### src/hdl/sram_pkg.sv
package sram_pkg;

    // ==========================================================
    // Bus widths
    // ==========================================================
    localparam int DATA_W = 64;
    localparam int STRB_W = DATA_W / 8;

    typedef logic [3:0]        axi_id_t;
    typedef logic [15:0]       axi_addr_t;
    typedef logic [7:0]        axi_len_t;
    typedef logic [2:0]        axi_size_t;
    typedef logic [1:0]        axi_burst_t;
    typedef logic [1:0]        axi_resp_t;
    typedef logic [DATA_W-1:0] axi_data_t;
    typedef logic [STRB_W-1:0] axi_strb_t;

    // Burst types, code 2'b11 is reserved
    localparam axi_burst_t BURST_FIXED = 2'b00;
    localparam axi_burst_t BURST_INCR  = 2'b01;
    localparam axi_burst_t BURST_WRAP  = 2'b10;

    localparam axi_resp_t RESP_OKAY   = 2'b00;
    localparam axi_resp_t RESP_SLVERR = 2'b10;

    // Full-width beats only
    localparam axi_size_t SIZE_8B = 3'd3;

    // ==========================================================
    // Channel payloads
    // ==========================================================
    typedef struct packed {
        axi_id_t    id;
        axi_addr_t  addr;
        axi_len_t   len;
        axi_size_t  size;
        axi_burst_t burst;
    } sram_cmd_t;

    typedef struct packed {
        axi_data_t data;
        axi_strb_t strb;
    } sram_wbeat_t;

    typedef struct packed {
        axi_id_t   id;
        axi_data_t data;
        axi_resp_t resp;
        logic      last;
    } sram_rbeat_t;

    typedef struct packed {
        axi_id_t   id;
        axi_resp_t resp;
    } sram_bresp_t;

endpackage

### src/hdl/sram_burst_addr.sv
`timescale 1ns/1ps

module sram_burst_addr (
    input  sram_pkg::axi_addr_t  i_addr,
    input  sram_pkg::axi_len_t   i_len,
    input  sram_pkg::axi_burst_t i_burst,
    output sram_pkg::axi_addr_t  o_next_addr
);

    // Bytes per full-width beat
    localparam sram_pkg::axi_addr_t BEAT_BYTES = sram_pkg::axi_addr_t'(sram_pkg::STRB_W);

    sram_pkg::axi_addr_t w_incr_addr;
    sram_pkg::axi_addr_t w_wrap_bytes;
    sram_pkg::axi_addr_t w_wrap_mask;
    sram_pkg::axi_addr_t w_wrap_base;

    assign w_incr_addr = i_addr + BEAT_BYTES;

    // Wrap window is (len + 1) beats, aligned to its own size
    assign w_wrap_bytes = (sram_pkg::axi_addr_t'(i_len) + 16'd1) * BEAT_BYTES;
    assign w_wrap_mask  = w_wrap_bytes - 16'd1;
    assign w_wrap_base  = i_addr & ~w_wrap_mask;

    always_comb begin
        case (i_burst)
            sram_pkg::BURST_FIXED: begin
                o_next_addr = i_addr;
            end
            sram_pkg::BURST_WRAP: begin
                // Carry out of the window drops, so the top wraps to base
                o_next_addr = w_wrap_base | (w_incr_addr & w_wrap_mask);
            end
            default: begin
                // INCR, reserved code never writes or reads anyway
                o_next_addr = w_incr_addr;
            end
        endcase
    end

endmodule

### src/hdl/sram_wr_ctrl.sv
`timescale 1ns/1ps

module sram_wr_ctrl #(
    parameter int MEM_ADDR_W = 8
) (
    input  logic                  i_aclk,
    input  logic                  i_areset_n,
    // Write address
    input  sram_pkg::sram_cmd_t   i_aw,
    input  logic                  i_awvalid,
    output logic                  o_awready,
    // Write data
    input  sram_pkg::sram_wbeat_t i_w,
    input  logic                  i_wvalid,
    output logic                  o_wready,
    // Write response
    output sram_pkg::sram_bresp_t o_b,
    output logic                  o_bvalid,
    input  logic                  i_bready,
    // Memory write port
    output logic                  o_mem_we,
    output logic [MEM_ADDR_W-1:0] o_mem_addr,
    output sram_pkg::axi_data_t   o_mem_wdata,
    output sram_pkg::axi_strb_t   o_mem_wstrb
);

    typedef enum logic [1:0] {
        S_IDLE,
        S_WR_DATA,
        S_WR_RESP
    } sram_wr_state_t;

    sram_wr_state_t r_state_curr;
    sram_wr_state_t r_state_next;

    // Command held for the whole burst
    sram_pkg::axi_id_t    r_awid;
    sram_pkg::axi_addr_t  r_awaddr;
    sram_pkg::axi_len_t   r_awlen;
    sram_pkg::axi_burst_t r_awburst;
    logic                 r_awerr;
    sram_pkg::axi_len_t   r_awlen_cnt;

    sram_pkg::axi_addr_t  w_awaddr_next;
    logic                 w_awerr;
    logic                 w_awshake;
    logic                 w_wshake;
    logic                 w_wend;
    logic                 w_bshake;

    assign w_awshake = i_awvalid && o_awready;
    assign w_wshake  = i_wvalid && o_wready;
    assign w_wend    = w_wshake && (r_awlen_cnt == r_awlen);
    assign w_bshake  = o_bvalid && i_bready;

    // Bad size, reserved burst type, or start beyond the memory
    assign w_awerr = (i_aw.size != sram_pkg::SIZE_8B) ||
                     ((i_aw.burst != sram_pkg::BURST_FIXED) &&
                      (i_aw.burst != sram_pkg::BURST_INCR) &&
                      (i_aw.burst != sram_pkg::BURST_WRAP)) ||
                     ((i_aw.addr >> (MEM_ADDR_W + 3)) != '0);

    sram_burst_addr burst_addr_i (
        .i_addr      (r_awaddr),
        .i_len       (r_awlen),
        .i_burst     (r_awburst),
        .o_next_addr (w_awaddr_next)
    );

    // ==========================================================
    // State machine
    // ==========================================================
    always_ff @(posedge i_aclk) begin
        if (!i_areset_n) begin
            r_state_curr <= S_IDLE;
        end
        else begin
            r_state_curr <= r_state_next;
        end
    end

    always_comb begin
        r_state_next = r_state_curr;
        case (r_state_curr)
            S_IDLE:    if (w_awshake) r_state_next = S_WR_DATA;
            S_WR_DATA: if (w_wend)    r_state_next = S_WR_RESP;
            S_WR_RESP: if (w_bshake)  r_state_next = S_IDLE;
            default:   r_state_next = S_IDLE;
        endcase
    end

    // Beat counter against awlen
    always_ff @(posedge i_aclk) begin
        if (!i_areset_n || w_awshake) begin
            r_awlen_cnt <= '0;
        end
        else if (w_wshake) begin
            r_awlen_cnt <= r_awlen_cnt + 8'd1;
        end
    end

    always_ff @(posedge i_aclk) begin
        if (w_awshake) begin
            r_awid    <= i_aw.id;
            r_awaddr  <= i_aw.addr;
            r_awlen   <= i_aw.len;
            r_awburst <= i_aw.burst;
            r_awerr   <= w_awerr;
        end
        else if (w_wshake) begin
            r_awaddr <= w_awaddr_next;
        end
    end

    // ==========================================================
    // Outputs
    // ==========================================================
    assign o_awready = (r_state_curr == S_IDLE);
    assign o_wready  = (r_state_curr == S_WR_DATA);
    assign o_bvalid  = (r_state_curr == S_WR_RESP);

    assign o_b.id   = r_awid;
    assign o_b.resp = r_awerr ? sram_pkg::RESP_SLVERR : sram_pkg::RESP_OKAY;

    // Error bursts are drained without touching the array
    assign o_mem_we    = w_wshake && !r_awerr;
    assign o_mem_addr  = r_awaddr[MEM_ADDR_W+2:3];
    assign o_mem_wdata = i_w.data;
    assign o_mem_wstrb = i_w.strb;

endmodule

### config.mk
export PLATFORM = sky130hd
export DESIGN_NAME = sram_wr_ctrl
export DESIGN_NICKNAME = d
export VERILOG_FILES = /design/src/hdl/sram_pkg.sv /design/src/hdl/sram_burst_addr.sv /design/src/hdl/sram_wr_ctrl.sv
export SDC_FILE = /design/constraint.sdc
export NUM_CORES = 1
export LEC_CHECK = 0
export CAP_MARGIN = 10
export CORE_AREA = 5 5 75 77
export CTS_CLUSTER_DIAMETER = 60
export CTS_CLUSTER_SIZE = 14
export DETAILED_ROUTE_END_ITERATION = 7
export DIE_AREA = 0 0 80 82
export DONT_BUFFER_PORTS = 1
export PLACE_DENSITY_LB_ADDON = 0.2
export SKIP_LAST_GASP = 1
export SYNTH_ARGS = -nofsm -noshare
export SYNTH_HDL_FRONTEND = slang
export SYNTH_SLANG_ARGS = --single-unit
### constraint.sdc
create_clock -name i_aclk -period 2.28 [get_ports i_aclk]
set_input_delay 0.114 -clock i_aclk [delete_from_list [all_inputs] [get_ports i_aclk]]
set_output_delay 0.114 -clock i_aclk [all_outputs]
set_load 0.02 [all_outputs]
# Yosys cells after proc, flatten, opt, wreduce, memory -nomap -nowiden
# Cells that the tools add are included.
[totals]
register_bits = 41
input_bits = 110
output_inout_bits = 90
[op_classes]
add_sub_neg = 4
n_eq_ne = 11
mux = 8
n_bitwise = 4
reduce_logical = 19
[ops]
columns = ["cell", "n"]
rows = [
  ["$and A16 B16 Y16", 2],
  ["$mux W16", 2],
  ["$pmux W16 S2", 1],
  ["$add A16 B4 Y16 const B", 1],
  ["$not A16 Y16", 1],
  ["$or A16 B16 Y16", 1],
  ["$reduce_bool A16 Y1", 1],
  ["$sub A16 B1 Y16 const B", 1],
  ["$add A8 B1 Y9 const B", 1],
  ["$add A8 B1 Y8 const B", 1],
  ["$eq A8 B8 Y1", 1],
  ["$mux W2", 4],
  ["$ne A2 B1 Y1 const B", 4],
  ["$logic_and A1 B1 Y1", 7],
  ["$pmux W2 S3", 1],
  ["$eq A2 B2 Y1 const B", 2],
  ["$logic_not A2 Y1", 2],
  ["$ne A2 B2 Y1 const B", 2],
  ["$reduce_bool A2 Y1", 2],
  ["$logic_or A1 B1 Y1", 3],
  ["$ne A3 B2 Y1 const B", 1],
  ["$reduce_and A3 Y1", 1],
  ["$eq A2 B1 Y1 const B", 1],
  ["$logic_not A1 Y1", 2],
  ["$reduce_and A2 Y1", 1],
]

# Longest topological paths before layout
[logic_depth]
depth_word = 8
mapped_depth = 7

# Hierarchy
# Synthesis repeated with hierarchy kept, for this count alone.
[unflattened]
cells_unflattened = 362
hier_area_um2 = 3198.1
[by_module_without_submodules]
columns = ["module", "n_inst", "cells_each", "area_each_um2", "seq_area_each_um2"]
rows = [
  ["sram_wr_ctrl", 1, 235, 2347.3, 1131.1],
  ["sram_burst_addr", 1, 127, 850.8, 0.0],
]

# Worst setup path after synthesis
# Ideal clock, no wire load.
[synth_path]
path_type = "register to register"
from = "register r_awlen[1]"
to = "register (tool-made name)"
setup_time_ns = 0.304
arrival_ns = 1.607
required_ns = 1.976
path_slack_ns = 0.369
stages_incl_launch_ff = 7
n_path_buf = 0
period_less_slack_ns = 1.911
path_cell_list = "edfxtp_1 ha_1 xor2_1 nor3b_2 mux2i_1 xnor2_1 a21oi_1"
[synth_rtl]
columns = ["item", "line", "source"]
rows = [
  ["start: declaration", "sram_wr_ctrl.sv:39", "sram_pkg::axi_len_t r_awlen;"],
  ["start signal: assignment", "sram_wr_ctrl.sv:106", "r_awlen <= i_aw.len;"],
]

==> results.json <==
{
  "r2r_start": "r_awlen[0]",
  "die_h_um": 82,
  "final_cell_mix": "25 x nor2_1, 23 x edfxtp_1, 17 x xnor2_1, 16 x nand2_1, 16 x dlygate4sd3_1",
  "port_buffers": 0,
  "layout.nets": 324,
  "hpwl_um": 3430,
  "min_period_ps": 1950,
  "reg2reg_slack_ps": 330,
  "startpoint_type": "flop",
  "drv_slew": 0,
  "rows": 26,
  "ir_worst_vdd_mv": 0.351,
  "drive_gt1_frac": 0.0991,
  "grt_setup_unrepaired": "false",
  "end_kind": "flop",
  "place_congestion": 0.803,
  "fin_worst_skew_ps": 2.23,
  "vias_per_cell": 5.29,
  "synth.net_count": 377,
  "required_ps": 2280,
  "post-route-period-util": 0.853,
  "setup_tns_ps": 0,
  "max-clock-path-buffers": 2,
  "track_usage": 0.141,
  "min_from": "i_aw[19]",
  "nFillCells": 491,
  "place_area_sq_um": 1990,
  "ys.flop_type": "edfxtp_1",
  "antenna_found_initial": 0,
  "drt_iter0_markers": 66,
  "grt_max_degree": 19,
  "fp.dieW_um": 80,
  "status": "finished, final reports clean",
  "synth_area_sq_um": 2470,
  "pin_count": 200,
  "synth_top_area_share": 0.280,
  "syn-mean-instance-area_sq_um": 9.35,
  "reg2reg_depth": 6,
  "power.leakage_nw": 0.787,
  "wirelength_um": 4420,
  "hold_viol_final": 0,
  "hold_path.class": "primary input to flop",
  "dieArea_sq_um": 6560,
  "setup_violations": 0,
  "clk_pin_slew_ps": 70,
  "tightest_slew_ps": 595,
  "yosysSeqAreaShare": 0.361,
  "cap_viol_max_count": 0,
  "ys_types": 45,
  "clock_latency_ps": 280,
  "crit_path_max_fanout": 4,
  "clock-sinks": 33,
  "layout_commonest_cell": "nor2_1",
  "ctsHtreeMaxLevel": 2,
  "detail-route-antenna-nets": 0,
  "grt_pass1_vias": 1530,
  "start_util": 0.499,
  "cts_root_buf": "clkbuf_8",
  "crit_type": "flop to flop",
  "p_per_area_nw_per_um2": 624,
  "synth_top_cells_by_area": "edfxtp_1 28%, buf_4 23%, dfxtp_1 8.1%, xnor2_1 6.0%, xor2_1 5.0%",
  "syn_to_final_growth_pct": -9.28,
  "syn_inst": 264,
  "dr.pass1.iters": 4,
  "synth-warning-count": 0,
  "fmax_mhz": 514,
  "cts_resized": 0,
  "synth-seq-cells": 33,
  "grt_first_pass_wirelength_um": 7140,
  "core_area_sq_um": 4940,
  "via_count": 1493,
  "drt_drc_violations_left": 0,
  "cts_made_buffers": 5,
  "async_reset_ff_frac": 0,
  "synth-edff-count": 23,
  "yosysTopAreaCell": "edfxtp_1",
  "holdPathStages": 2,
  "post_drt_wl_per_cell_um": 15.7,
  "relSlewSlack": 0.602,
  "antennaDiodeCount": 0,
  "final_area_sq_um": 2240,
  "grt_remaining_overflow": 0,
  "worstPathArrival_ps": 1940,
  "cts_tree": "built"
}
-- cell usage after synthesis, drive strengths merged, types with 3 or more instances --
library cell / count
nor2: 25
nand3: 10
edfxtp: 23
o21ai: 7
inv: 6
dfxtp: 10
xnor2: 17
ha: 3
nor3: 5
buf: 81
nand2: 16
and3: 4
a21oi: 8
xor2: 14
nand4: 5
-- worst max-delay path by stage --
stage,startpoint,endpoint,slack [ps],cells after the start
floorplan,r_awlen[1],flop,370,6
global placement,r_awlen[0],flop,360,6
detailed placement,r_awlen[0],flop,340,6
CTS,r_awlen[0],flop,330,6
global route,r_awlen[0],flop,170,6
finish,r_awlen[0],flop,330,6
-- stage by stage --
step	total power, mW	hold WS (ps)	cells	setup WS, ps	util
finish	1.40	14.2	282	335	0.453
global route	1.48	3.56	282	171	0.453
CTS	1.42	3.96	282	328	0.453
detailed placement	0.947	213	258	345	0.402
global placement	0.941	213	258	358	0.402
floorplan	1.09	213	264	369	-
-- final cells by class --
class                      count  area (sq um)  share of cell area
multi-input combinational    143           936               0.418
tap                           70          87.6              0.0391
clock buffer                   5          68.8              0.0307
sequential                    33           891               0.398
timing repair buffer          22           205              0.0917
clock inverter                 3          22.5              0.0101
inverter                       6          27.5              0.0123
-- kinds of logic (layout without fill, tap and decap cells) --
logic type / count (synthesis) / count (layout) / share of synthesized area
muxes: 2 / 2 / 0.00811
adders and majority gates: 3 / 3 / 0.0152
AOI/OAI and AO/OA: 26 / 26 / 0.0776
other: 1 / 1 / 0.00152
and+or+nand+nor: 80 / 80 / 0.167
xor gates and xnor gates: 31 / 31 / 0.110
buffers and inverters: 88 / 36 / 0.260
DFF: 33 / 33 / 0.361
-- worst max-delay path, cell delays in order (launching register included) --
cell and delay, ps:
edfxtp_1 390, ha_1 280, xor2_1 170, nor3b_2 280, mux2i_1 250, xnor2_1 110, a21oi_1 170
-- layer usage --
metal | part of all wire | wire length (um) | up-vias | track usage
met3 | 0.10 | 455 | 24 | 0.0548
met5 | 0 | 0 | - | 0
met1 | 0.39 | 1730 | 675 | 0.155
met4 | 0.030 | 133 | 0 | 0.0845
met2 | 0.47 | 2100 | 82 | 0.229
li1 | - | - | 712 | -
-- report_power, final --
group | leakage, nW | internal, mW | switching, mW
sequential | 0.299 | 0.687 | 0.0607
clock | 0.0364 | 0.214 | 0.229
combinational | 0.452 | 0.0944 | 0.111
total | 0.787 | 0.995 | 0.401
-- repair_timing --
action                                 4_1_cts  5_1_grt
endpoints found under the hold margin       16        0
buffers inserted                             0        0
hold buffers                                16        0
No activity file was read; power rests on OpenSTA's default activity.
