===== src/hdl/sram_pkg.sv =====
package sram_pkg;

    // ==========================================================
    // Bus widths
    // ==========================================================
    localparam int DATA_W = 64;
    localparam int STRB_W = DATA_W / 8;

    typedef logic [3:0]        axi_id_t;
    typedef logic [15:0]       axi_addr_t;
    typedef logic [7:0]        axi_len_t;
    typedef logic [2:0]        axi_size_t;
    typedef logic [1:0]        axi_burst_t;
    typedef logic [1:0]        axi_resp_t;
    typedef logic [DATA_W-1:0] axi_data_t;
    typedef logic [STRB_W-1:0] axi_strb_t;

    // Burst types, code 2'b11 is reserved
    localparam axi_burst_t BURST_FIXED = 2'b00;
    localparam axi_burst_t BURST_INCR  = 2'b01;
    localparam axi_burst_t BURST_WRAP  = 2'b10;

    localparam axi_resp_t RESP_OKAY   = 2'b00;
    localparam axi_resp_t RESP_SLVERR = 2'b10;

    // Full-width beats only
    localparam axi_size_t SIZE_8B = 3'd3;

    // ==========================================================
    // Channel payloads
    // ==========================================================
    typedef struct packed {
        axi_id_t    id;
        axi_addr_t  addr;
        axi_len_t   len;
        axi_size_t  size;
        axi_burst_t burst;
    } sram_cmd_t;

    typedef struct packed {
        axi_data_t data;
        axi_strb_t strb;
    } sram_wbeat_t;

    typedef struct packed {
        axi_id_t   id;
        axi_data_t data;
        axi_resp_t resp;
        logic      last;
    } sram_rbeat_t;

    typedef struct packed {
        axi_id_t   id;
        axi_resp_t resp;
    } sram_bresp_t;

endpackage


===== src/hdl/sram_burst_addr.sv =====
`timescale 1ns/1ps

module sram_burst_addr (
    input  sram_pkg::axi_addr_t  i_addr,
    input  sram_pkg::axi_len_t   i_len,
    input  sram_pkg::axi_burst_t i_burst,
    output sram_pkg::axi_addr_t  o_next_addr
);

    // Bytes per full-width beat
    localparam sram_pkg::axi_addr_t BEAT_BYTES = sram_pkg::axi_addr_t'(sram_pkg::STRB_W);

    sram_pkg::axi_addr_t w_incr_addr;
    sram_pkg::axi_addr_t w_wrap_bytes;
    sram_pkg::axi_addr_t w_wrap_mask;
    sram_pkg::axi_addr_t w_wrap_base;

    assign w_incr_addr = i_addr + BEAT_BYTES;

    // Wrap window is (len + 1) beats, aligned to its own size
    assign w_wrap_bytes = (sram_pkg::axi_addr_t'(i_len) + 16'd1) * BEAT_BYTES;
    assign w_wrap_mask  = w_wrap_bytes - 16'd1;
    assign w_wrap_base  = i_addr & ~w_wrap_mask;

    always_comb begin
        case (i_burst)
            sram_pkg::BURST_FIXED: begin
                o_next_addr = i_addr;
            end
            sram_pkg::BURST_WRAP: begin
                // Carry out of the window drops, so the top wraps to base
                o_next_addr = w_wrap_base | (w_incr_addr & w_wrap_mask);
            end
            default: begin
                // INCR, reserved code never writes or reads anyway
                o_next_addr = w_incr_addr;
            end
        endcase
    end

endmodule


===== src/hdl/sram_rd_ctrl.sv =====
`timescale 1ns/1ps

module sram_rd_ctrl #(
    parameter int MEM_ADDR_W = 8
) (
    input  logic                  i_aclk,
    input  logic                  i_areset_n,
    // Read address
    input  sram_pkg::sram_cmd_t   i_ar,
    input  logic                  i_arvalid,
    output logic                  o_arready,
    // Read data
    output sram_pkg::sram_rbeat_t o_r,
    output logic                  o_rvalid,
    input  logic                  i_rready,
    // Memory read port
    output logic [MEM_ADDR_W-1:0] o_mem_raddr,
    input  sram_pkg::axi_data_t   i_mem_rdata
);

    typedef enum logic [1:0] {
        S_IDLE,
        S_RD_ADDR,
        S_RD_DATA
    } sram_rd_state_t;

    sram_rd_state_t r_state_curr;
    sram_rd_state_t r_state_next;

    sram_pkg::axi_id_t    r_arid;
    sram_pkg::axi_addr_t  r_araddr;
    sram_pkg::axi_len_t   r_arlen;
    sram_pkg::axi_burst_t r_arburst;
    logic                 r_arerr;
    sram_pkg::axi_len_t   r_arlen_cnt;

    sram_pkg::axi_addr_t  w_araddr_next;
    sram_pkg::axi_addr_t  w_raddr;
    logic                 w_arerr;
    logic                 w_arshake;
    logic                 w_rshake;
    logic                 w_rlast;
    logic                 w_rend;

    assign w_arshake = i_arvalid && o_arready;
    assign w_rshake  = o_rvalid && i_rready;
    assign w_rlast   = (r_arlen_cnt == r_arlen);
    assign w_rend    = w_rshake && w_rlast;

    // Same error rule as the write side
    assign w_arerr = (i_ar.size != sram_pkg::SIZE_8B) ||
                     ((i_ar.burst != sram_pkg::BURST_FIXED) &&
                      (i_ar.burst != sram_pkg::BURST_INCR) &&
                      (i_ar.burst != sram_pkg::BURST_WRAP)) ||
                     ((i_ar.addr >> (MEM_ADDR_W + 3)) != '0);

    sram_burst_addr burst_addr_i (
        .i_addr      (r_araddr),
        .i_len       (r_arlen),
        .i_burst     (r_arburst),
        .o_next_addr (w_araddr_next)
    );

    // ==========================================================
    // State machine
    // ==========================================================
    always_ff @(posedge i_aclk) begin
        if (!i_areset_n) begin
            r_state_curr <= S_IDLE;
        end
        else begin
            r_state_curr <= r_state_next;
        end
    end

    always_comb begin
        r_state_next = r_state_curr;
        case (r_state_curr)
            S_IDLE:    if (w_arshake) r_state_next = S_RD_ADDR;
            // Array registers the first word here
            S_RD_ADDR: r_state_next = S_RD_DATA;
            S_RD_DATA: if (w_rend) r_state_next = S_IDLE;
            default:   r_state_next = S_IDLE;
        endcase
    end

    always_ff @(posedge i_aclk) begin
        if (!i_areset_n || w_arshake) begin
            r_arlen_cnt <= '0;
        end
        else if (w_rshake) begin
            r_arlen_cnt <= r_arlen_cnt + 8'd1;
        end
    end

    always_ff @(posedge i_aclk) begin
        if (w_arshake) begin
            r_arid    <= i_ar.id;
            r_araddr  <= i_ar.addr;
            r_arlen   <= i_ar.len;
            r_arburst <= i_ar.burst;
            r_arerr   <= w_arerr;
        end
        else if (w_rshake) begin
            r_araddr <= w_araddr_next;
        end
    end

    // Next word on a handshake, otherwise reload the stalled one
    assign w_raddr     = w_rshake ? w_araddr_next : r_araddr;
    assign o_mem_raddr = w_raddr[MEM_ADDR_W+2:3];

    // ==========================================================
    // Outputs
    // ==========================================================
    assign o_arready = (r_state_curr == S_IDLE);
    assign o_rvalid  = (r_state_curr == S_RD_DATA);

    assign o_r.id   = r_arid;
    assign o_r.data = r_arerr ? '0 : i_mem_rdata;
    assign o_r.resp = r_arerr ? sram_pkg::RESP_SLVERR : sram_pkg::RESP_OKAY;
    assign o_r.last = w_rlast;

endmodule


===== config.mk =====
export PLATFORM = sky130hd
export DESIGN_NAME = sram_rd_ctrl
export DESIGN_NICKNAME = d
export VERILOG_FILES = /design/src/hdl/sram_pkg.sv /design/src/hdl/sram_burst_addr.sv /design/src/hdl/sram_rd_ctrl.sv
export SDC_FILE = /design/constraint.sdc
export NUM_CORES = 1
export LEC_CHECK = 0
export BUFFER_PORTS_ARGS = -buffer_cell sky130_fd_sc_hd__buf_2
export CAP_MARGIN = 20
export CORE_UTILIZATION = 37
export CTS_CLUSTER_DIAMETER = 80
export DETAILED_ROUTE_END_ITERATION = 12
export GPL_TIMING_DRIVEN = 1
export HOLD_SLACK_MARGIN = 0.02
export PLACE_DENSITY = 0.78
export SETUP_SLACK_MARGIN = 0.5
export SLEW_MARGIN = 20
export SYNTH_ARGS = -nofsm -noshare
export SYNTH_HDL_FRONTEND = slang
export SYNTH_SLANG_ARGS = --single-unit

===== constraint.sdc =====
create_clock -name i_aclk -period 2.3 [get_ports i_aclk]
set_input_delay 0.115 -clock i_aclk [delete_from_list [all_inputs] [get_ports i_aclk]]
set_output_delay 0.115 -clock i_aclk [all_outputs]
set_load 0.005 [all_outputs]

Word-level counts from Yosys, hierarchy flattened
Index checks and enable logic that the tools add are counted.
{"block": "classes", "n_addsub": 4, "n_eq_ne": 10, "n_mux": 8, "bitwise": 4, "n_reduce_logical": 16}
{"op": "2-to-1 mux 64 bit", "count": 1}
{"op": "AND 16 bit", "count": 2}
{"op": "2-to-1 mux 16 bit", "count": 2}
{"op": "one-hot mux 16 bit (2 select lines)", "count": 1}
{"op": "adder 16 x 4 -> 16 bit (second input constant)", "count": 1}
{"op": "inverter 16 bit", "count": 1}
{"op": "bitwise OR 16 bit", "count": 1}
{"op": "nonzero test 16 bit", "count": 1}
{"op": "subtractor 16 x 1 -> 16 bit (second input constant)", "count": 1}
{"op": "adder 8 x 1 -> 9 bit (second input constant)", "count": 1}
{"op": "adder 8 x 1 -> 8 bit (second input constant)", "count": 1}
{"op": "equality test 8 bit", "count": 1}
{"op": "2-to-1 mux 2 bit", "count": 3}
{"op": "!= test 2 x 1 -> 1 bit (second input constant)", "count": 3}
{"op": "one-hot mux 2 bit (3 select lines)", "count": 1}
{"op": "logical AND 1 bit", "count": 5}
{"op": "equality test 2 bit (second input constant)", "count": 2}
{"op": "logical NOT 2 bit", "count": 2}
{"op": "!= test 2 bit (second input constant)", "count": 2}
{"op": "AND reduction 2 bit", "count": 2}
{"op": "nonzero test 2 bit", "count": 2}
{"op": "logical OR 1 bit", "count": 3}
{"op": "!= test 3 x 2 -> 1 bit (second input constant)", "count": 1}
{"op": "equality test 2 x 1 -> 1 bit (second input constant)", "count": 1}
{"op": "logical NOT 1 bit", "count": 1}
{"block": "totals", "register_bits": 41, "in_bits": 101, "output_inout_bits": 81, "word_cells": 50}

Logic depth before layout (Yosys ltp)
Gate-level depths: netlist (run 1).
{"block": "depth", "ltp_word": 8, "mapped_depth": 8, "mapped_depth_nobuf": 7}

By module
A second synthesis (run 1) with hierarchy kept.
{"block": "hier_totals", "cells_unflattened": 328, "hier_area_um2": 3027.9}
{"module": "sram_rd_ctrl", "instances": 1, "cells_each": 201, "area_each_um2": 2177.1, "seq_area_each_um2": 1051.0}
{"module": "sram_burst_addr", "instances": 1, "cells_each": 127, "area_each_um2": 850.8, "seq_area_each_um2": 0.0}

Worst setup path after synthesis (run 1)
OpenSTA, ideal clock, no wires.
{"block": "synth_path", "path_kind": "register to output", "startpoint": "register r_arlen[1]", "endpoint": "output port o_mem_raddr[7]", "arrival_ns": 2.187, "required_time_ns": 2.185, "setup_slack_ns": -0.002, "path_stages_with_launch": 8, "path_buffers": 0, "path_cell_list": "edfxtp_1 > ha_1 > xnor2_1 > a31oi_2 > or4b_1 > o311a_1 > a211oi_2 > o22ai_1"}
{"block": "synth_between", "elab_chain_cells": 7, "elab_cells_between_ends": 8, "cone_classes": "add/sub (2); mux (2); bitwise (4)"}
{"element": "from (decl)", "line_no": "sram_rd_ctrl.sv:32", "rtl": "sram_pkg::axi_len_t r_arlen;"}
{"element": "from (signal assigned)", "line_no": "sram_rd_ctrl.sv:100", "rtl": "r_arlen <= i_ar.len;"}
{"element": "adder 8 x 1 -> 9 bit *", "line_no": "sram_burst_addr.sv:21", "rtl": "assign w_wrap_bytes = (sram_pkg::axi_addr_t'(i_len) + 16'd1) * BEAT_BYTES;"}
{"element": "subtractor 16 x 1 -> 16 bit *", "line_no": "sram_burst_addr.sv:22", "rtl": "assign w_wrap_mask = w_wrap_bytes - 16'd1;"}
{"element": "inverter 16 bit", "line_no": "sram_burst_addr.sv:23", "rtl": "assign w_wrap_base = i_addr & ~w_wrap_mask;"}
{"element": "AND 16 bit", "line_no": "sram_burst_addr.sv:23"}
{"element": "bitwise OR 16 bit *", "line_no": "sram_burst_addr.sv:32", "rtl": "o_next_addr = w_wrap_base | (w_incr_addr & w_wrap_mask);"}
{"element": "one-hot mux 16 bit (2 select lines) *", "line_no": "sram_burst_addr.sv:26", "rtl": "case (i_burst)"}
{"element": "2-to-1 mux 16 bit *"}
{"element": "to (decl)", "line_no": "sram_rd_ctrl.sv:17", "rtl": "output logic [MEM_ADDR_W-1:0] o_mem_raddr,"}
Every way passes the cells marked *; elsewhere a longest branch is shown, timed or not. The select of a mux whose other input is x is not followed.

Worst setup path after layout (run 1)
{"block": "layout_path", "startpoint": "register r_arlen[0]", "endpoint": "output port o_mem_raddr[7]"}
Same word-level chain as after synthesis.

==> results.json, run 1 <==
{
  "dr_total_vias": 2828,
  "htree_levels": 2,
  "rsz0062_at_grt": "yes",
  "die_area_um2": 6750,
  "dp_cells": 531,
  "slowest_delay_ns": 0.52,
  "setup_ws_ns": -0.479,
  "grt-ovfl-total": 0,
  "cpLargestDelayFamily": "compound AO/OA/AOI/OAI gates",
  "violations": "setup timing",
  "synth_edf_count": 15,
  "clock_latency_ns": 0.30,
  "antenna_left": 0,
  "ir_worst_vdd_v": 0.000314,
  "grt_max_degree": 66,
  "yosys.area.top_type": "edfxtp_1",
  "cts_made_buffers": 5,
  "start_util_pct": 39.2,
  "min_period_over_period_pct": 121,
  "async_flop_share_pct": 0,
  "fin_cells": 570,
  "synth_warnings": 0,
  "netlist_area_um2": 2380,
  "final_common_cell": "buf_2",
  "cts.path.max_buffers": 2,
  "grt_pass1_wl_um": 11300,
  "slew_headroom_pct": 61.3,
  "synth.distinct_cells": 51,
  "syn_to_final_growth_pct": 64.9,
  "place_area_um2": 3390,
  "holdPathEnd": "r_araddr[3]$_DFF_P_",
  "final_layout_size_suffix_gt1_share_pct": 51.5,
  "die_w_um": 82.2,
  "finalNetCount": 598,
  "drt-total-wl_um": 8450,
  "crit_fanout": 4,
  "min_path_type": "primary input to flip-flop",
  "worstMarginPinSlew_ns": 0.580,
  "crit_slowest_cell": "edfxtp_1",
  "r2r_slack_ns": -0.20,
  "crit_type": "flip-flop to output pin",
  "ios": 182,
  "final_cell_mix": "176 x buf_2, 68 x nor2b_1, 33 x buf_4",
  "hpwl_um": 6110,
  "multi_input_area_um2": 1580,
  "register_area_um2": 811,
  "drc": 0,
  "skew_ns": 0.00996,
  "r2r_end": "r_araddr[10]$_DFF_P_",
  "power_density_nw_per_um2": 466,
  "final_area_um2": 3920,
  "finalHoldViolCount": 0,
  "finalSetupViolations": 7,
  "ys_ff_latch": 33,
  "syn_nets": 384,
  "slew_viol_final": 0,
  "coreArea_um2": 6060,
  "path_clk_slew_ns": 0.07,
  "p_total_w": 0.00183,
  "required_ns": 2.18,
  "clock-sinks": 33,
  "synth_ff_type": "dfxtp_1",
  "fin_crit_ns": 2.78,
  "grt_antenna_before_repair": 0,
  "cp.buffers_inverters": 2,
  "ys_seq_area_share_pct": 34.1,
  "die_h_um": 82.2,
  "outcome": "finished with violations",
  "drtPass1Iterations": 5,
  "viasPerCell": 4.96,
  "critPathArrivalTime_ns": 2.66,
  "drt_iter0_drc": 178,
  "rr_startpoint": "r_arlen[0]$_DFFE_PP_",
  "gp_congestion": 0.899,
  "synthCells": 280,
  "synth_top_area_share_pct": 18.9,
  "cp-start-kind": "flip-flop",
  "grtUsageTotal_pct": 22.3,
  "synth.avg_cell_area_um2": 8.49,
  "cp-end-kind": "output pin",
  "wl_per_cell_um": 14.8,
  "hold_start": "i_ar[16]",
  "cp_cell_sequence": "buf_4 > nand3_1 > o21a_1 > or4b_1 > o311a_1 > a211oi_2 > o22ai_1 > buf_2",
  "crit_cells": 8,
  "fin_hold_ws_ns": 0.0467,
  "whs_path_depth": 3,
  "nFillCells": 531,
  "maxCapViolCount": 0,
  "diodes": 0,
  "r2r_cells": 9,
  "grt_pass1_vias": 2515,
  "cts_tree": "built",
  "row_count": 28,
  "fmax_ghz": 0.360,
  "root_buffer": "clkbuf_8",
  "synthTopCellsByArea": "edfxtp_1 19%, nor2b_1 18%, dfxtp_1 15%",
  "leakage_nw": 1.87,
  "io_buffer_count": 177
}
registers in the layout (all words and copies together) (netlist names):
name and cells:
r_arerr 1, r_arburst 2, r_state_curr 2, r_arlen_cnt 8, r_arlen 8, r_arid 4, r_araddr 8
synth_stat cells, drive strengths merged, types with 6 or more instances:
cell type / number
a21oi: 7
a31oi: 6
and3: 8
buf: 10
clkbuf: 10
dfxtp: 18
edfxtp: 15
nand2: 21
nand4: 6
nor2: 30
nor2b: 68
o21ai: 7
xnor2: 16
xor2: 8
power by group:
group	switching, W	total, W	internal, W
sequential	0.0000618	0.000728	0.000667
clock	0.000234	0.000553	0.000319
combinational	0.000228	0.000545	0.000317
worst min-delay path, stage by stage:
cell    delay (ns)
buf_2         0.08
nor2_1        0.03
nor2_1        0.08
cell families (layout without fill, tap and decap cells):
family | after synthesis | in the layout | synth area share [%]
DFF | 33 | 33 | 34.1
AOI/OAI and AO/OA | 35 | 35 | 10.6
muxes | 4 | 4 | 1.79
other | 1 | 1 | 0.158
buffers and inverters | 23 | 238 | 6.10
xor gates and xnor gates | 24 | 24 | 8.84
and+or+nand+nor | 157 | 157 | 36.9
adders and majority gates | 3 | 3 | 1.58
worst max path at each step:
stage	slack (ns)	end	startpoint
2_1_floorplan	0.12	o_mem_raddr[7]	r_arlen[1]$_DFFE_PP_
3_3_place_gp	-0.07	o_mem_raddr[7]	r_arlen[1]$_DFFE_PP_
3_5_place_dp	-0.09	o_mem_raddr[7]	r_arlen[1]$_DFFE_PP_
4_1_cts	-0.38	o_mem_raddr[7]	r_arlen[1]$_DFFE_PP_
5_1_grt	-0.56	o_mem_raddr[7]	r_arlen[0]$_DFFE_PP_
6_report	-0.48	o_mem_raddr[7]	r_arlen[0]$_DFFE_PP_
repair_timing:
action / in CTS / in global routing
gates resized for setup: 18 / 13
hold buffers: 14 / 0
endpoints found under the setup margin: 12 / 15
setup buffers: 7 / 10
endpoints found under the hold margin: 14 / 0
pin swaps: 9 / 5
layer usage:
layer,vias up,global-route usage (%),part of all wire [%],routed length [um]
li1,1375,-,-,-
met1,1297,29.3,42,3560
met2,136,36.8,49,4160
met3,20,3.52,5.7,482
met4,0,8.07,2.9,241
met5,-,0,0,0
metrics by stage:
step | setup TNS [ns] | setup slack (ns) | utilization (%)
floorplan | 0 | 0.122 | -
detailed placement | -0.0949 | -0.0949 | 55.9
global placement | -0.0720 | -0.0720 | 55.9
CTS | -1.14 | -0.381 | 62.3
finish | -2.14 | -0.479 | 64.7
global route | -2.82 | -0.562 | 64.7
layout make-up:
class | instances | area share [%]
Multi-Input combinational cell | 224 | 40.4
Timing Repair Buffer | 227 | 33.5
Sequential cell | 33 | 20.7
Tap cell | 75 | 2.39
Clock buffer | 5 | 1.75
Clock inverter | 3 | 1.05
Inverter | 3 | 0.287
Power figures use the tool's default switching activity.
==> inputs of run 2 (changes only) <==
Settings changed: CORE_MARGIN set to 2, SKIP_LAST_GASP set to 1.
==> run 2 against run 1 <==
- the flow still finishes with violations (setup timing)
- cell count decreased by 0.35%
- fmax decreased by 0.44%
- sequential share of layout area increased by 0.27 points
- die area increased by 4.9%
- first-iteration DRC count decreased by 30%
- setup slack got worse by 0.012 ns
- worst hold slack improved by 0.0081 ns
- sequential power about the same
- utilization decreased by 3.0 points
- register-to-register slack got worse by 0.18 ns
- critical path depth decreased by 1
- routed wire length increased by 4.7%
- critical endpoint unchanged
- largest cell class unchanged
- largest power group unchanged
==> results.json, run 2 (same netlist as run 1, synthesis figures left out) <==
{
  "outcome": "finished with violations",
  "violations": "setup timing",
  "slew_headroom_pct": 59.8,
  "path_clk_slew_ns": 0.08,
  "root_buffer": "clkbuf_8",
  "drc": 0,
  "rsz0062_at_grt": "yes",
  "grt-ovfl-total": 0,
  "rr_startpoint": "r_arlen[4]$_DFFE_PP_",
  "dr_total_vias": 2795,
  "crit_type": "flip-flop to output pin",
  "crit_slowest_cell": "or4b_1",
  "multi_input_area_um2": 1520,
  "cp_cell_sequence": "a311oi_2 > a31oi_4 > or4b_1 > o311a_1 > a211oi_2 > o22ai_1 > buf_2",
  "finalSetupViolations": 6,
  "finalNetCount": 594,
  "critPathLaunch": "r_arlen[4]$_DFFE_PP_",
  "dp_cells": 535,
  "htree_levels": 2,
  "slew_viol_final": 0,
  "grt_pass1_vias": 2695,
  "ir_worst_vdd_v": 0.000393,
  "gp_congestion": 0.850,
  "skew_ns": 0.0121,
  "maxCapViolCount": 0,
  "die_area_um2": 7090,
  "register_area_um2": 811,
  "grt_pass1_wl_um": 13100,
  "cp-end-kind": "output pin",
  "r2r_cells": 10,
  "grt_antenna_before_repair": 0,
  "start_util_pct": 37.9,
  "diodes": 0,
  "r2r_slack_ns": -0.38,
  "die_w_um": 84.2,
  "leakage_nw": 1.86,
  "cts.path.max_buffers": 2,
  "clock-sinks": 33,
  "endpoint": "o_mem_raddr[7]",
  "final_cell_mix": "176 x buf_2, 68 x nor2b_1, 29 x nor2_1",
  "top_regs": "r_araddr: 8 flops, r_arlen: 8 flops, r_arlen_cnt: 8 flops",
  "min_path_type": "primary input to flip-flop",
  "ios": 182,
  "fmax_ghz": 0.358,
  "antenna_left": 0,
  "pre_cts_ws_ns": -0.0954,
  "nFillCells": 538,
  "drtPass1Iterations": 4,
  "drt_iter0_drc": 124,
  "crit_fanout": 3,
  "required_ns": 2.18,
  "row_count": 29,
  "cts_made_buffers": 5,
  "syn_to_final_growth_pct": 62.8,
  "setup_ws_ns": -0.491,
  "cp-start-kind": "flip-flop",
  "min_period_over_period_pct": 121,
  "io_buffer_count": 177,
  "hpwl_um": 6590,
  "final_common_cell": "buf_2",
  "grtUsageTotal_pct": 22.9,
  "fin_cells": 568,
  "coreArea_um2": 6280,
  "die_h_um": 84.2,
  "viasPerCell": 4.92,
  "grt_max_degree": 66,
  "clock_latency_ns": 0.29,
  "worstMarginPinSlew_ns": 0.602,
  "r2r_end": "r_araddr[10]$_DFF_P_",
  "wl_per_cell_um": 15.6,
  "finalHoldViolCount": 0,
  "fin_crit_ns": 2.79,
  "power_density_nw_per_um2": 497,
  "critPathArrivalTime_ns": 2.68,
  "slowest_delay_ns": 0.53,
  "cts_tree": "built",
  "drt-total-wl_um": 8850,
  "final_layout_size_suffix_gt1_share_pct": 49.5
}
run 2: metrics by stage:
stage               utilization (%)  instance area, um^2  setup TNS, ns  hold slack [ns]  total power (W)
global route                   61.7                 3870          -2.58           0.0528          0.00201
finish                         61.7                 3870          -1.90           0.0548          0.00192
floorplan                         -                 2400              0            0.214         0.000952
CTS                            60.6                 3800          -1.61           0.0215          0.00191
detailed placement             54.2                 3400         -0.130            0.294          0.00115
global placement               54.2                 3400        -0.0518            0.292          0.00114
run 2: layer usage:
metal	GRT usage [%]	share of wire [%]	vias up
met4	5.57	2.2	0
met3	5.41	6.4	19
li1	-	-	1368
met5	0	0	-
met2	39.2	50	117
met1	29.1	42	1291
run 2: area by class of cell:
type / instances / share of cell area (%)
inverters: 3 / 0.291
multi-input cells: 224 / 39.2
clock buffers: 5 / 1.78
flip-flops and latches: 33 / 20.9
repair buffers: 223 / 33.5
well taps: 77 / 2.49
clock inverters: 3 / 1.78
run 2: what timing repair did:
item	4_1_cts	5_1_grt
hold buffers	13	1
pin swaps	10	3
gates resized for setup	15	8
setup endpoints to repair	11	16
setup buffers	9	2
endpoints found under the hold margin	13	1
run 2: worst max-delay path, delay by kind of cell (launching register included):
kind	cells	cell delay (ns)
compound gates	5	1.20
simple gates	1	0.53
flops	1	0.51
buf+inv	1	0.14
run 2: power breakdown:
part | internal, W | switching [W]
clock network | 0.000437 | 0.000237
logic | 0.000306 | 0.000219
registers | 0.000666 | 0.0000591
total | 0.00141 | 0.000515
run 2: worst min path at each step:
stage                     startpoint                     end  slack (ns)  depth (start not counted)
after floorplan              i_ar[0]  r_arburst[0]$_DFFE_PP_        0.21                          0
after global placement      i_ar[30]     r_arid[1]$_DFFE_PP_        0.29                          1
after detailed placement    i_ar[30]     r_arid[1]$_DFFE_PP_        0.29                          1
after CTS                   i_ar[32]     r_arid[3]$_DFFE_PP_        0.02                          1
after global routing        i_ar[20]     r_araddr[7]$_DFF_P_        0.05                          2
final                       i_ar[17]     r_araddr[4]$_DFF_P_        0.05                          3
==> inputs of run 3 (changes only) <==
Clock period 2.3 ns to 2.5 ns, I/O delays scaled along.
==> run 3 against run 2 <==
- the flow still finishes with violations (setup timing)
- die area is the same
- non-clock buffer count shrank 10
- total power shrank 15%
- clock power shrank 23%
- first-iteration DRC count shrank 8.1%
==> results.json, run 3 (same netlist as run 1, synthesis figures left out) <==
{
  "viasPerCell": 4.92,
  "maxCapViolCount": 0,
  "setup_ws_ns": -0.254,
  "finalSetupViolations": 4,
  "drc": 0,
  "fin_cells": 558,
  "die_w_um": 84.2,
  "path_clk_slew_ns": 0.08,
  "wl_per_cell_um": 16.4,
  "final_layout_size_suffix_gt1_share_pct": 48.9,
  "ios": 182,
  "io_buffer_count": 177,
  "critPathArrivalTime_ns": 2.63,
  "min_period_over_period_pct": 110,
  "fin_crit_ns": 2.75,
  "min_path_type": "primary input to flip-flop",
  "cts_tree": "built",
  "grt_max_degree": 25,
  "cp-end-kind": "output pin",
  "skew_ns": 0.0126,
  "grt_pass1_wl_um": 13600,
  "die_area_um2": 7090,
  "slew_headroom_pct": 48.6,
  "cts_made_buffers": 5,
  "power.share.switching_pct": 28.8,
  "cts.path.max_buffers": 2,
  "root_buffer": "clkbuf_8",
  "seqPwrFrac_pct": 40.8,
  "coreArea_um2": 6280,
  "combPwrFrac_pct": 27.2,
  "grt_pass1_vias": 2698,
  "final_common_cell": "buf_2",
  "fmax_ghz": 0.363,
  "rsz0062_at_grt": "yes",
  "drt-total-wl_um": 9170,
  "diodes": 0,
  "start_util_pct": 37.9,
  "grtUsageTotal_pct": 24.8,
  "syn_to_final_growth_pct": 57.5,
  "drtPass1Iterations": 4,
  "crit_type": "flip-flop to output pin",
  "hpwl_um": 6880,
  "grt_antenna_before_repair": 0,
  "top_regs": "r_araddr: 8 flops, r_arlen: 8 flops, r_arlen_cnt: 8 flops",
  "htree_levels": 2,
  "crit_fanout": 4,
  "antenna_left": 0,
  "clock-sinks": 33,
  "clock_latency_ns": 0.30,
  "slew_viol_final": 0,
  "final_core_util_pct": 59.7,
  "dr_total_vias": 2748,
  "outcome": "finished with violations",
  "clock_power_share_pct": 32.0,
  "final_cell_mix": "177 x buf_2, 68 x nor2b_1, 30 x nor2_1",
  "required_ns": 2.38,
  "violations": "setup timing",
  "nFillCells": 556,
  "leakage_nw": 1.78,
  "register_area_um2": 811,
  "worstMarginPinSlew_ns": 0.771,
  "cp-start-kind": "flip-flop",
  "die_h_um": 84.2,
  "finalNetCount": 584,
  "drt_iter0_drc": 114,
  "row_count": 29,
  "power_density_nw_per_um2": 434,
  "grt-ovfl-total": 0,
  "gp_congestion": 0.914,
  "finalHoldViolCount": 0,
  "ir_worst_vdd_v": 0.000338,
  "dp_cells": 524,
  "p_int_w": 0.00116,
  "p_sw_w": 0.000469,
  "multi_input_area_um2": 1510
}
[run 3: layout make-up]
| cell class | count | area share [%] |
|---|---|---|
| Tap cell | 77 | 2.57 |
| Clock buffer | 5 | 1.84 |
| Timing Repair Buffer | 213 | 32.2 |
| Multi-Input combinational cell | 224 | 40.2 |
| Inverter | 3 | 0.301 |
| Sequential cell | 33 | 21.6 |
| Clock inverter | 3 | 1.24 |
[run 3: what timing repair did]
item,4_1_cts,5_1_grt
pin swaps,7,7
resized for setup,13,6
hold buffers,13,0
endpoints found under the hold margin,13,0
buffers inserted,12,1
endpoints found under the setup margin,11,12
[run 3: stage by stage]
stage                     TNS (ns)  setup WS (ns)  power, W  hold slack (ns)  area (um^2)
final                       -0.559         -0.254   0.00163           0.0312         3750
after global routing         -1.18         -0.379   0.00172           0.0236         3750
after CTS                   -0.475         -0.266   0.00162           0.0302         3710
after detailed placement   -0.0137        -0.0137   0.00104            0.303         3320
after global placement           0         0.0926   0.00103            0.301         3320
after floorplan                  0          0.312  0.000876            0.224         2400
[run 3: routing by layer]
metal / global-route usage (%) / vias to the layer above / share of wire [%]
met5: 0 / - / 0
met4: 7.33 / 0 / 2.8
met3: 7.77 / 29 / 8.2
met2: 42.9 / 134 / 50
met1: 29.6 / 1239 / 39
li1: - / 1346 / -
[run 3: power groups by stage]
stage | clock [W] | sequential, W | combinational [W]
final | 0.000521 | 0.000665 | 0.000443
after floorplan | 0 | 0.000653 | 0.000222
after detailed placement | 0 | 0.000676 | 0.000365
after CTS | 0.000529 | 0.000661 | 0.000426
after global routing | 0.000566 | 0.000671 | 0.000481
after global placement | 0 | 0.000674 | 0.000355
[run 3: path summary, 6_finish.rpt]
| path | startpoint | slack (ns) | cells after the start | end |
|---|---|---|---|---|
| worst max-delay path | r_arlen[1]$_DFFE_PP_ | -0.25 | 8 | o_mem_raddr[7] |
| worst min-delay path | i_ar[0] | 0.03 | 1 | r_arburst[0]$_DFFE_PP_ |
| worst max register to register | r_arlen[1]$_DFFE_PP_ | 0.02 | 12 | r_araddr[9]$_DFF_P_ |
| worst min register to register | r_arlen_cnt[1]$_SDFFE_PP0P_ | 0.53 | 2 | r_arlen_cnt[1]$_SDFFE_PP0P_ |
[run 3: critical path: stages, from the launching register on]
cell and delay, ns:
edfxtp_1 0.44, buf_4 0.19, a311oi_2 0.26, a31oi_2 0.09, or4b_1 0.53, o311a_1 0.31, a211oi_2 0.24, o22ai_1 0.12
buf_2 0.14
